--- src/rtl/pulse_meter_pkg.sv ---
////////////////////////////////////////////////////////////////////////////
// widths, types and timing shared by the pulse meter blocks
// CLKS_PER_BIT is sized for simulation; raise it for a real baud rate
// CLKS_PER_BIT and REPORT_PERIOD must both be 2 or more
////////////////////////////////////////////////////////////////////////////
package pulse_meter_pkg;

	// value widths
	localparam int COUNT_WIDTH = 16; // counts and widths, in clock cycles
	localparam int DIGITS = 5; // 65535 needs five decimal digits
	localparam int SHIFT_COUNT_WIDTH = $clog2(COUNT_WIDTH); // double-dabble steps

	typedef logic [COUNT_WIDTH-1:0] count_t; // pulse count or pulse width
	typedef logic [4*DIGITS-1:0] bcd_t; // packed bcd, most significant digit on top
	typedef logic [7:0] byte_t; // one ascii character

	// uart bit timing
	localparam int CLKS_PER_BIT = 8;
	localparam int BAUD_COUNT_WIDTH = $clog2(CLKS_PER_BIT);

	// report timer
	localparam int REPORT_PERIOD = 4096; // cycles between timer wraps
	localparam int TIMER_WIDTH = $clog2(REPORT_PERIOD);

	// one report line is digits, space, digits, CR, LF
	localparam int LINE_LENGTH = 2 * DIGITS + 3;
	localparam int CHAR_INDEX_WIDTH = $clog2(LINE_LENGTH);

	// fixed characters
	localparam byte_t ASCII_ZERO = 8'h30; // upper nibble reused for every digit
	localparam byte_t ASCII_SPACE = 8'h20;
	localparam byte_t ASCII_CR = 8'h0d;
	localparam byte_t ASCII_LF = 8'h0a;

endpackage

--- src/rtl/bcd_if.sv ---
////////////////////////////////////////////////////////////////////////////
// four-phase request link from the formatter to the bcd converter
// binary must hold while req is high, bcd holds until req falls
////////////////////////////////////////////////////////////////////////////
interface bcd_if import pulse_meter_pkg::*; ();

	logic req; // requester asks for a conversion
	logic ack; // converter has a result
	count_t binary; // value to convert
	bcd_t bcd; // five packed digits

	// formatter side
	modport requester (
		output req,
		output binary,
		input ack,
		input bcd
	);

	// converter side
	modport converter (
		input req,
		input binary,
		output ack,
		output bcd
	);

endinterface

--- src/rtl/bin_to_bcd.sv ---
////////////////////////////////////////////////////////////////////////////
// sequential double-dabble, one load cycle then one shift per input bit
// ack comes 17 cycles after req is seen, bcd holds until the next load
////////////////////////////////////////////////////////////////////////////
module bin_to_bcd
	import pulse_meter_pkg::*;
(
	input logic clock,
	input logic reset,
	bcd_if.converter conv
);

	logic busy; // shifting in progress
	logic load; // start of a new conversion
	logic [SHIFT_COUNT_WIDTH-1:0] shift_cnt; // shifts done so far
	count_t bin_sr; // binary shift register, msb goes out first
	bcd_t digits; // result being built
	bcd_t digits_adj; // digits after the add-3 step

	// only start when the previous handshake is fully closed
	assign load = conv.req && !conv.ack && !busy;
	assign conv.bcd = digits; // stable after the last shift

	// add 3 to every digit of 5 or more before the shift
	always_comb begin
		digits_adj = digits;
		for (int i = 0; i < DIGITS; i++) begin
			if (digits[4*i +: 4] >= 4'd5) begin
				digits_adj[4*i +: 4] = digits[4*i +: 4] + 4'd3;
			end
		end
	end

	// control and handshake
	always_ff @(posedge clock) begin
		if (reset) begin
			busy <= 1'b0;
			shift_cnt <= '0;
			conv.ack <= 1'b0;
		end else if (load) begin
			busy <= 1'b1;
			shift_cnt <= '0;
		end else if (busy) begin
			shift_cnt <= shift_cnt + 1'b1;
			if (shift_cnt == SHIFT_COUNT_WIDTH'(COUNT_WIDTH - 1)) begin
				busy <= 1'b0; // last shift happens on this edge
				conv.ack <= 1'b1;
			end
		end else if (conv.ack && !conv.req) begin
			conv.ack <= 1'b0; // requester let go
		end
	end

	// datapath
	always_ff @(posedge clock) begin
		if (load) begin
			bin_sr <= conv.binary;
			digits <= '0;
		end else if (busy) begin
			digits <= {digits_adj[4*DIGITS-2:0], bin_sr[COUNT_WIDTH-1]};
			bin_sr <= bin_sr << 1;
		end
	end

endmodule

--- src/rtl/pulse_meter.sv ---
////////////////////////////////////////////////////////////////////////////
// scaler and tdc on one clock; trigger is asynchronous to it
// outputs update 3 cycles after trigger falls, width saturates at max
// pulses shorter than a clock cycle may be missed
////////////////////////////////////////////////////////////////////////////
module pulse_meter
	import pulse_meter_pkg::*;
(
	input logic clock,
	input logic reset,
	input logic trigger,
	output count_t pulse_count,
	output count_t last_width
);

	// [0] and [1] are the synchronizer, [2] the edge history
	logic [2:0] trig_hist;
	logic trig_sync; // synchronized trigger level
	logic trig_fall; // falling edge seen this cycle
	count_t run_width; // live width of the current pulse

	assign trig_sync = trig_hist[1];
	assign trig_fall = trig_hist[2] && !trig_hist[1]; // 1 then 0

	always_ff @(posedge clock) begin
		if (reset) begin
			trig_hist <= '0;
		end else begin
			trig_hist <= {trig_hist[1:0], trigger}; // shift in the raw input
		end
	end

	// running width, counts only while high
	always_ff @(posedge clock) begin
		if (reset) begin
			run_width <= '0;
		end else if (trig_fall) begin
			run_width <= '0; // pulse over, start again from zero
		end else if (trig_sync && (run_width != '1)) begin
			run_width <= run_width + 1'b1; // stop at all ones
		end
	end

	// cumulative count and last width
	always_ff @(posedge clock) begin
		if (reset) begin
			pulse_count <= '0;
			last_width <= '0;
		end else if (trig_fall) begin
			pulse_count <= pulse_count + 1'b1; // wraps at max
			last_width <= run_width; // both edges delayed alike
		end
	end

	// width check by hand
	// trigger high after edge 0 for W cycles
	// trig_sync is high before edges 3 .. W+2
	// so run_width reaches W just as the fall is seen

endmodule

--- src/rtl/pulse_reporter_top.sv ---
////////////////////////////////////////////////////////////////////////////
// pulse meter with a serial report line, all on one clock
// trigger may be asynchronous, tx idles high
////////////////////////////////////////////////////////////////////////////
module pulse_reporter_top
	import pulse_meter_pkg::*;
(
	input logic clock,
	input logic reset,
	input logic trigger, // pulse input
	output logic tx // uart line out
);

	count_t pulse_count; // cumulative count
	count_t last_width; // width of the most recent pulse
	logic tx_req;
	byte_t tx_byte;
	logic tx_ack;

	bcd_if conv_bus (); // formatter to converter

	pulse_meter pulse_meter_i (
		.clock(clock),
		.reset(reset),
		.trigger(trigger),
		.pulse_count(pulse_count),
		.last_width(last_width)
	);

	bin_to_bcd bin_to_bcd_i (
		.clock(clock),
		.reset(reset),
		.conv(conv_bus.converter)
	);

	report_formatter report_formatter_i (
		.clock(clock),
		.reset(reset),
		.pulse_count(pulse_count),
		.last_width(last_width),
		.conv(conv_bus.requester),
		.tx_req(tx_req),
		.tx_byte(tx_byte),
		.tx_ack(tx_ack)
	);

	uart_tx uart_tx_i (
		.clock(clock),
		.reset(reset),
		.tx_req(tx_req),
		.tx_byte(tx_byte),
		.tx_ack(tx_ack),
		.tx(tx)
	);

endmodule

--- src/rtl/report_formatter.sv ---
////////////////////////////////////////////////////////////////////////////
// sends one ascii line per timer wrap, only if the count has changed
// a wrap during a line is dropped, pulses keep counting meanwhile
// line is count, space, last width, CR, LF, five digits per value
////////////////////////////////////////////////////////////////////////////
module report_formatter
	import pulse_meter_pkg::*;
(
	input logic clock,
	input logic reset,
	input count_t pulse_count,
	input count_t last_width,
	bcd_if.requester conv,
	output logic tx_req,
	output byte_t tx_byte,
	input logic tx_ack
);

	typedef enum logic [2:0] {
		ST_IDLE, // waiting for a timer wrap
		ST_CONV_COUNT,
		ST_CONV_WIDTH,
		ST_SEND_CHAR, // tx_req up until the uart answers
		ST_WAIT_ACK_LOW
	} state_t;

	state_t state;
	logic [TIMER_WIDTH-1:0] timer; // free-running report timer
	logic timer_wrap;
	logic start_line; // new pulses since the last line
	logic conv_done; // converter answered our request
	logic last_char;
	count_t last_count; // count in the last line sent
	count_t snap_count;
	count_t snap_width;
	bcd_t count_bcd;
	bcd_t width_bcd;
	logic [CHAR_INDEX_WIDTH-1:0] char_idx; // character being sent

	assign timer_wrap = (timer == TIMER_WIDTH'(REPORT_PERIOD - 1));
	assign start_line = (state == ST_IDLE) && timer_wrap && (pulse_count != last_count);
	assign conv_done = conv.req && conv.ack;
	assign last_char = (char_idx == CHAR_INDEX_WIDTH'(LINE_LENGTH - 1));
	// mux only switches while req is low
	assign conv.binary = (state == ST_CONV_WIDTH) ? snap_width : snap_count;

	always_ff @(posedge clock) begin
		if (reset || timer_wrap) begin
			timer <= '0;
		end else begin
			timer <= timer + 1'b1;
		end
	end

	always_ff @(posedge clock) begin
		if (reset) begin
			state <= ST_IDLE;
			conv.req <= 1'b0;
			tx_req <= 1'b0;
			last_count <= '0;
			char_idx <= '0;
		end else begin
			unique case (state)
				ST_IDLE: begin
					if (start_line) begin
						last_count <= pulse_count;
						char_idx <= '0;
						state <= ST_CONV_COUNT;
					end
				end
				ST_CONV_COUNT, ST_CONV_WIDTH: begin
					if (conv_done) begin
						conv.req <= 1'b0;
						state <= (state == ST_CONV_COUNT) ? ST_CONV_WIDTH : ST_SEND_CHAR;
					end else if (!conv.ack) begin
						conv.req <= 1'b1; // previous ack has dropped
					end
				end
				ST_SEND_CHAR: begin
					if (tx_ack) begin
						tx_req <= 1'b0; // stop bit is out
						state <= ST_WAIT_ACK_LOW;
					end else begin
						tx_req <= 1'b1;
					end
				end
				ST_WAIT_ACK_LOW: begin
					if (!tx_ack) begin
						if (last_char) begin
							state <= ST_IDLE; // line done
						end else begin
							char_idx <= char_idx + 1'b1;
							state <= ST_SEND_CHAR;
						end
					end
				end
				default: state <= ST_IDLE;
			endcase
		end
	end

	// snapshot and conversion results
	always_ff @(posedge clock) begin
		if (start_line) begin
			snap_count <= pulse_count;
			snap_width <= last_width;
		end
		if (conv_done && (state == ST_CONV_COUNT)) count_bcd <= conv.bcd;
		if (conv_done && (state == ST_CONV_WIDTH)) width_bcd <= conv.bcd;
	end

	// character select, digits most significant first
	always_comb begin
		if (char_idx < CHAR_INDEX_WIDTH'(DIGITS)) begin
			tx_byte = {ASCII_ZERO[7:4], count_bcd[4 * (DIGITS - 1 - int'(char_idx)) +: 4]};
		end else if (char_idx == CHAR_INDEX_WIDTH'(DIGITS)) begin
			tx_byte = ASCII_SPACE;
		end else if (char_idx <= CHAR_INDEX_WIDTH'(2 * DIGITS)) begin
			tx_byte = {ASCII_ZERO[7:4], width_bcd[4 * (2 * DIGITS - int'(char_idx)) +: 4]};
		end else if (char_idx == CHAR_INDEX_WIDTH'(2 * DIGITS + 1)) begin
			tx_byte = ASCII_CR;
		end else begin
			tx_byte = ASCII_LF;
		end
	end

endmodule

--- src/rtl/uart_tx.sv ---
////////////////////////////////////////////////////////////////////////////
// 8N1 transmitter, lsb first, CLKS_PER_BIT cycles per bit
// ack comes after the stop bit, 10 bit times after req is seen
////////////////////////////////////////////////////////////////////////////
module uart_tx
	import pulse_meter_pkg::*;
(
	input logic clock,
	input logic reset,
	input logic tx_req,
	input byte_t tx_byte,
	output logic tx_ack,
	output logic tx
);

	typedef enum logic [1:0] {
		ST_IDLE,
		ST_SHIFT, // start, data and stop bits
		ST_DONE // ack high, waiting for req to fall
	} state_t;

	state_t state;
	logic [BAUD_COUNT_WIDTH-1:0] baud_cnt; // cycles into the current bit
	logic [3:0] bit_cnt; // bits started, start bit is 0
	logic [8:0] frame; // data then stop bit, shifted out at bit 0
	logic bit_end;

	assign bit_end = (baud_cnt == BAUD_COUNT_WIDTH'(CLKS_PER_BIT - 1));

	always_ff @(posedge clock) begin
		if (reset) begin
			state <= ST_IDLE;
			tx <= 1'b1; // line idles high
			tx_ack <= 1'b0;
			baud_cnt <= '0;
			bit_cnt <= '0;
		end else begin
			unique case (state)
				ST_IDLE: begin
					if (tx_req) begin
						tx <= 1'b0; // start bit
						baud_cnt <= '0;
						bit_cnt <= '0;
						state <= ST_SHIFT;
					end
				end
				ST_SHIFT: begin
					if (!bit_end) begin
						baud_cnt <= baud_cnt + 1'b1;
					end else begin
						baud_cnt <= '0;
						if (bit_cnt == 4'd9) begin
							tx_ack <= 1'b1; // stop bit complete
							state <= ST_DONE;
						end else begin
							tx <= frame[0];
							bit_cnt <= bit_cnt + 1'b1;
						end
					end
				end
				ST_DONE: begin
					if (!tx_req) begin
						tx_ack <= 1'b0;
						state <= ST_IDLE;
					end
				end
				default: state <= ST_IDLE;
			endcase
		end
	end

	// byte latch and shifter
	always_ff @(posedge clock) begin
		if ((state == ST_IDLE) && tx_req) begin
			frame <= {1'b1, tx_byte};
		end else if ((state == ST_SHIFT) && bit_end) begin
			frame <= {1'b1, frame[8:1]}; // refill with stop level
		end
	end

endmodule

--- config.mk ---
export PLATFORM = sky130hd
export DESIGN_NAME = pulse_reporter_top
export DESIGN_NICKNAME = d
export VERILOG_FILES = /design/src/rtl/pulse_meter_pkg.sv /design/src/rtl/bcd_if.sv /design/src/rtl/bin_to_bcd.sv /design/src/rtl/pulse_meter.sv /design/src/rtl/pulse_reporter_top.sv /design/src/rtl/report_formatter.sv /design/src/rtl/uart_tx.sv
export SDC_FILE = /design/constraint.sdc
export NUM_CORES = 1
export LEC_CHECK = 0
export BUFFER_PORTS_ARGS = -buffer_cell sky130_fd_sc_hd__buf_2
export CORE_MARGIN = 2
export CORE_UTILIZATION = 30
export DETAILED_ROUTE_END_ITERATION = 7
export PLACE_DENSITY = 0.53
export SLEW_MARGIN = 30
export SYNTH_ARGS = -nofsm -noshare
export SYNTH_HDL_FRONTEND = slang
export SYNTH_HIERARCHICAL = 1
export SYNTH_SLANG_ARGS = --single-unit
--- constraint.sdc ---
create_clock -name clock -period 3.6 [get_ports clock]
set_input_delay 0.18 -clock clock [delete_from_list [all_inputs] [get_ports clock]]
set_output_delay 0.18 -clock clock [all_outputs]
set_load 0.01 [all_outputs]
== Word-level counts from Yosys, hierarchy flattened ==
Index checks and enable logic that the tools add are counted.

* Flip-flop bits (word level): 221
* Input port bits: 3
* Output and inout port bits: 1
* Word-level logic and storage cells: 167

* Add/subtract/negate cells: 14
* $lt $le $gt $ge: 7
* Equal/unequal tests: 27
* Shift operators: 2
* Muxes and demuxes: 54
* Bitwise logic cells: 1
* Reductions and logical operators: 37

{| class="wikitable"
|+ Operators by type and width
! cell !! number
|-
| 20-bit by 32-bit variable part select with 4-bit output || 2
|-
| 16-bit two-way mux || 3
|-
| 4-bit two-way mux || 10
|-
| 8-bit two-way mux || 5
|-
| 16-bit by 1-bit adder with 16-bit output (second input constant) || 2
|-
| 3-bit two-way mux || 8
|-
| 4-bit by 3-bit >= comparator with 1-bit output (second input constant) || 5
|-
| 4-bit AND reduction || 5
|-
| 4-bit by 2-bit adder with 4-bit output (second input constant) || 4
|-
| 4-bit == test (second input constant) || 4
|-
| 1-bit two-way mux || 16
|-
| 16-bit != test || 1
|-
| 16-bit != test (second input constant) || 1
|-
| 4-bit case mux with 2 select lines || 2
|-
| 12-bit by 1-bit adder with 12-bit output (second input constant) || 1
|-
| 4-bit by 1-bit adder with 4-bit output (second input constant) || 3
|-
| 12-bit == test (second input constant) || 1
|-
| 1-bit logical AND || 12
|-
| 2-bit by 1-bit != test with 1-bit output (second input constant) || 6
|-
| 2-bit != test (second input constant) || 6
|-
| 3-bit case mux with 4 select lines || 1
|-
| 2-bit nonzero test || 6
|-
| 2-bit two-way mux || 5
|-
| 3-bit by 2-bit == test with 1-bit output (second input constant) || 2
|-
| 22 further kinds || 31
|}

== Logic depth before layout (Yosys ltp) ==
* Word-level depth: 6
* Depth in mapped cells: 12
* Mapped depth without buffers: 9

== Cells and area by module ==
The synthesis kept the hierarchy.

{| class="wikitable"
|+ By module, submodules not included
! module !! times used !! cells each !! area each (sq um)
|-
| report_formatter || 1 || 367 || 4790.8
|-
| pulse_meter || 1 || 254 || 2124.5
|-
| bin_to_bcd || 1 || 190 || 2090.8
|-
| uart_tx || 1 || 100 || 1021.0
|}

== Least setup slack after synthesis ==
Ideal clock, no wire load.

* Path type: register to register
* Start: reg report_formatter_i.char_idx[0]
* End: reg uart_tx_i.frame[0] (data pin)
* Library setup time: 0.252 ns
* Data arrival time: 2.250 ns
* Required time: 3.348 ns
* Path slack: 1.098 ns
* Stages on the path, launching flop included: 13
* Path buffers: 3
* Period minus slack after synthesis: 2.502 ns
* Cell sequence: dfxtp_1 -> buf_2 -> buf_2 -> inv_1 -> ha_1 -> clkbuf_1 -> mux4_2 -> nand2_1 -> o21ai_0 -> a21oi_1 -> nand2_1 -> nand2_1 -> nand2_1

* Word-level cells in the longest chain between the ends: 6
* Elaborated cells between the ends (all ways): 13

{| class="wikitable"
|+ RTL lines
! element !! line !! text
|-
| from (decl) || report_formatter.sv:38 || <nowiki>logic [CHAR_INDEX_WIDTH-1:0] char_idx;</nowiki>
|-
| from (signal assigned) || report_formatter.sv:92 || <nowiki>char_idx <= char_idx + 1'b1;</nowiki>
|-
| 4-bit by 4-bit subtractor with 5-bit output / 4-bit == test (equally long branches) || report_formatter.sv:119, report_formatter.sv:120 ||
|-
| 20-bit by 32-bit variable part select with 4-bit output / 3-bit two-way mux (equally long branches) || report_formatter.sv:119, report_formatter.sv:120 ||
|-
| 8-bit two-way mux || report_formatter.sv:118 || <nowiki>end else if (char_idx <= CHAR_INDEX_WIDTH'(2 * DIGITS)) begin</nowiki>
|-
| 8-bit two-way mux || report_formatter.sv:116 || <nowiki>end else if (char_idx == CHAR_INDEX_WIDTH'(DIGITS)) begin</nowiki>
|-
| 8-bit two-way mux * || report_formatter.sv:114 || <nowiki>if (char_idx < CHAR_INDEX_WIDTH'(DIGITS)) begin</nowiki>
|-
| net tx_byte[0] || pulse_reporter_top.sv:17 || <nowiki>byte_t tx_byte;</nowiki>
|-
| 8-bit two-way mux * || uart_tx.sv:74 || <nowiki>if ((state == ST_IDLE) && tx_req) begin</nowiki>
|-
| to (signal assigned) || uart_tx.sv:75 || <nowiki>frame <= {1'b1, tx_byte};</nowiki>
|-
| to (signal assigned) || uart_tx.sv:77 || <nowiki>frame <= {1'b1, frame[8:1]};</nowiki>
|-
| to (decl) || uart_tx.sv:25 || <nowiki>logic [8:0] frame;</nowiki>
|}

Mark *: on every way through the listed nets, which the timed path passes. The rest lies on a longest branch.
A chain may end at the register's enable or synchronous reset.

== Worst setup path after layout ==
* Start: reg bin_to_bcd_i.busy
* End: reg bin_to_bcd_i.bin_sr[2] (enable)

* Word-level cells in the longest chain between the ends: 3

{| class="wikitable"
|+ RTL lines
! element !! line !! text
|-
| from (decl) || bin_to_bcd.sv:13 || <nowiki>logic busy;</nowiki>
|-
| from (signal assigned) || bin_to_bcd.sv:37 || <nowiki>busy <= 1'b0;</nowiki>
|-
| from (signal assigned) || bin_to_bcd.sv:41 || <nowiki>busy <= 1'b1;</nowiki>
|-
| from (signal assigned) || bin_to_bcd.sv:46 || <nowiki>busy <= 1'b0;</nowiki>
|-
| 1-bit zero test || bin_to_bcd.sv:21 || <nowiki>assign load = conv.req && !conv.ack && !busy;</nowiki>
|-
| 1-bit logical AND || bin_to_bcd.sv:21 ||
|-
| 2-bit nonzero test (no source line) * || -- ||
|-
| to (signal assigned) || bin_to_bcd.sv:57 || <nowiki>bin_sr <= conv.binary;</nowiki>
|-
| to (signal assigned) || bin_to_bcd.sv:61 || <nowiki>bin_sr <= bin_sr << 1;</nowiki>
|-
| to (decl) || bin_to_bcd.sv:16 || <nowiki>count_t bin_sr;</nowiki>
|}

Mark *: on every way between the ends. The rest lies on a longest branch, timed or not.

==> impl_metrics.toml <==
[sta]
post-route-min-period_ns = 2.45
tns_ns = 0
fin_skew_ns = 0.00918
setup_viol = 0
rsz0062_at_grt = "no"
timing.fmax_mhz = 408
tightest_slew_ns = 0.901
slew_violations = 0
slew_headroom_pct = 39.8
hold_viol_final = 0
period_share_pct = 68.1
setup_slack_ns = 1.15

[clock_network]
cts-root-buf = "clkbuf_16"
clk_latency_ns = 0.52
cts_resized = 0
cts_tree = "yes"
clock-sinks = 221
holdBufCountCts = 1
post_cts_buffers = 0
cts_htree_levels = 1
path_clk_slew_ns = 0.06
cts_buffers = 25
clockBufferDepth = 3

[critical_path]
crit_path_end = "bin_to_bcd_i/bin_sr[2]"
path_cells = "inv_2, and2_4, inv_1"
cp.depth = 3
slowest_stage = "dfxtp_1"
critPathMaxStageDelay_ns = 0.91
crit_path_end_kind = "register"
rr_startpoint = "bin_to_bcd_i/busy"
crit_type = "reg -> reg"
path_delay_family = "flip-flops"
reg2reg_to = "bin_to_bcd_i/bin_sr[2]"
r2r_setup_slack_ns = 1.15
cp-start-kind = "register"
worst_r2r_path_depth = 3
critPathArrivalTime_ns = 2.60
startpoint = "bin_to_bcd_i/busy"
cp_max_fo = 25
cp.required_ns = 3.75
path_buf_inv = 2

[finish]
drive_above_1_share_pct = 12.6
area_growth_pct = 12.0
fin_nets = 933
final_common_cell = "dfxtp_1"
diodes = 0
final_cell_mix = "dfxtp_1 (125), nand2_1 (104), edfxtp_1 (96)"
final_cells = 1365
n_fill_cell = 3342

[floorplan]
core.rowCount = 66
pin_count = 4
die_w_um = 187
initial_utilization_pct = 30.7
core_region_area_sq_mm = 0.0327
die_h_um = 187
die_area_sq_mm = 0.0349

[yosys]
async_flop_share_pct = 0
ys.flop_type = "dfxtp_1"
synth_compound_area_share_pct = 9.70
synth_top_family_by_area = "simple AND/OR/NAND/NOR gates"
yosysWarnings = 6
ys_ff_latch = 221
syn_area_sq_mm = 0.0100
netlist_instances = 911
yosysUniqueCellTypes = 76
synth_edf_count = 96
avgSynthCellArea_sq_um = 11.0
ys_seq_area_share_pct = 53.7
synth_xor_area_share_pct = 4.44
synth-simple-area-share_pct = 18.3
synth_adder_area_share_pct = 2.99
synth_mux_area_share_pct = 7.26

[power]
sw_frac_of_total_pct = 23.6
p_comb_share_pct = 5.7
p_leak_nw = 3.87
clkPwrFrac_pct = 42.9
p_per_area_mw_per_mm2 = 503
vdd_ir_drop_max_v = 0.000315
p_int_mw = 4.32
power_frac_seq_pct = 51.5
p_switching_mw = 1.33

[drt]
totalWireLength_um = 19200
antenna_left = 0
drt_iter0_markers = 274
num_vias = 6496
drt_pass1_iterations = 4
wl_per_cell_um = 14.1
remaining_drc_errors = 0
via_per_inst = 4.76

[placement]
dp_hpwl_um = 12600
routabilityCongestion = 0.734
place_ws_ns = 1.11
port_buffers = 3
place_inst = 1320

[grt]
grt.overflow.total = 0
grt_usage_pct = 10.9
antenna_found_initial = 0
first_global_vias = 6254
grt_pass1_wl_um = 31700
grt_max_degree = 63

[worst_hold_path]
hold_class = "in -> reg"

[run]
cap_violations = 0

[status]
status = "finished clean"
## area by class of cell
class                   instances  area (sq um)  area share [%]
flip-flops and latches        221          5390            48.0
clock buffers                  33           666            5.93
clock inverters                11           113            1.00
multi-input cells             620          4320            38.5
repair buffers                 10          85.1           0.758
inverters                      28           105           0.936
well taps                     442           553            4.93
## how the worst min path moves through the flow
stage / startpoint / end / slack, ns / cells after the start
finish: reset / report_formatter_i/timer[2] / 0.12 / 2
global route: reset / pulse_meter_i/pulse_count[14] / 0.13 / 2
CTS: reset / report_formatter_i/timer[2] / 0.11 / 2
detailed placement: trigger / pulse_meter_i/trig_hist[0] / 0.39 / 2
global placement: trigger / pulse_meter_i/trig_hist[0] / 0.39 / 2
floorplan: reset / bin_to_bcd_i/conv.ack / 0.25 / 1
## per-stage QoR
step           hold slack, ns  util [%]  total power, mW  cell area [sq um]
2_1_floorplan           0.249         -             3.15              10000
3_3_place_gp            0.389      31.9             3.27              10400
3_5_place_dp            0.395      31.9             3.27              10400
4_1_cts                 0.108      34.3             5.73              11200
5_1_grt                 0.125      34.3             5.91              11200
6_report                0.117      34.3             5.65              11200
## flip-flops by register name, indices dropped and copies added, names as in the netlist, 4 cells and up
| register | cells |
|---|---|
| bin_to_bcd_i/bin_sr | 16 |
| bin_to_bcd_i/conv.bcd | 20 |
| bin_to_bcd_i/shift_cnt | 4 |
| pulse_meter_i/last_width | 16 |
| pulse_meter_i/pulse_count | 16 |
| pulse_meter_i/run_width | 16 |
| report_formatter_i/char_idx | 4 |
| report_formatter_i/count_bcd | 20 |
| report_formatter_i/last_count | 16 |
| report_formatter_i/snap_count | 16 |
| report_formatter_i/snap_width | 16 |
| report_formatter_i/timer | 12 |
| report_formatter_i/width_bcd | 20 |
| uart_tx_i/bit_cnt | 4 |
| uart_tx_i/frame | 8 |
## power by group through the flow
| stage | logic (mW) | registers, mW | clock network, mW |
|---|---|---|---|
| after floorplan | 0.266 | 2.88 | 0 |
| after detailed placement | 0.316 | 2.96 | 0 |
| after global routing | 0.367 | 2.93 | 2.61 |
| after global placement | 0.311 | 2.96 | 0 |
| after CTS | 0.321 | 2.90 | 2.50 |
| final | 0.321 | 2.91 | 2.42 |
## cells in the mapped netlist (all sizes together), types with 8 or more instances
cell	instances	area, sq um
a21oi	51	267
and3	8	60.1
buf	21	168
clkbuf	22	82.6
dfxtp	125	2500
edfxtp	96	2880
ha	24	300
inv	28	105
mux2	32	360
mux2i	21	210
nand2	104	390
nand2b	45	297
nand3	34	198
nand4	18	119
nor2	50	200
nor3	18	126
nor4	8	50.1
o21ai	40	200
or3	13	81.3
xnor2	18	165
xor2	32	280
## cell families after synthesis
family,after synthesis
AND/OR/NAND/NOR,337
XOR/XNOR,50
AO/OA/AOI/OAI,147
flip-flops,221
multiplexers,60
other,1
adder cells (fa/ha/maj),24
buffers and inverters,71
## layer usage
layer / track usage (%) / vias up / part of all wire [%]
met3: 1.93 / 33 / 3.1
met5: 0 / - / 0
met2: 18.0 / 56 / 46
met4: 2.81 / 0 / 2.2
li1: - / 3289 / -
met1: 14.7 / 3118 / 49
No activity file was read; power rests on OpenSTA's default activity.
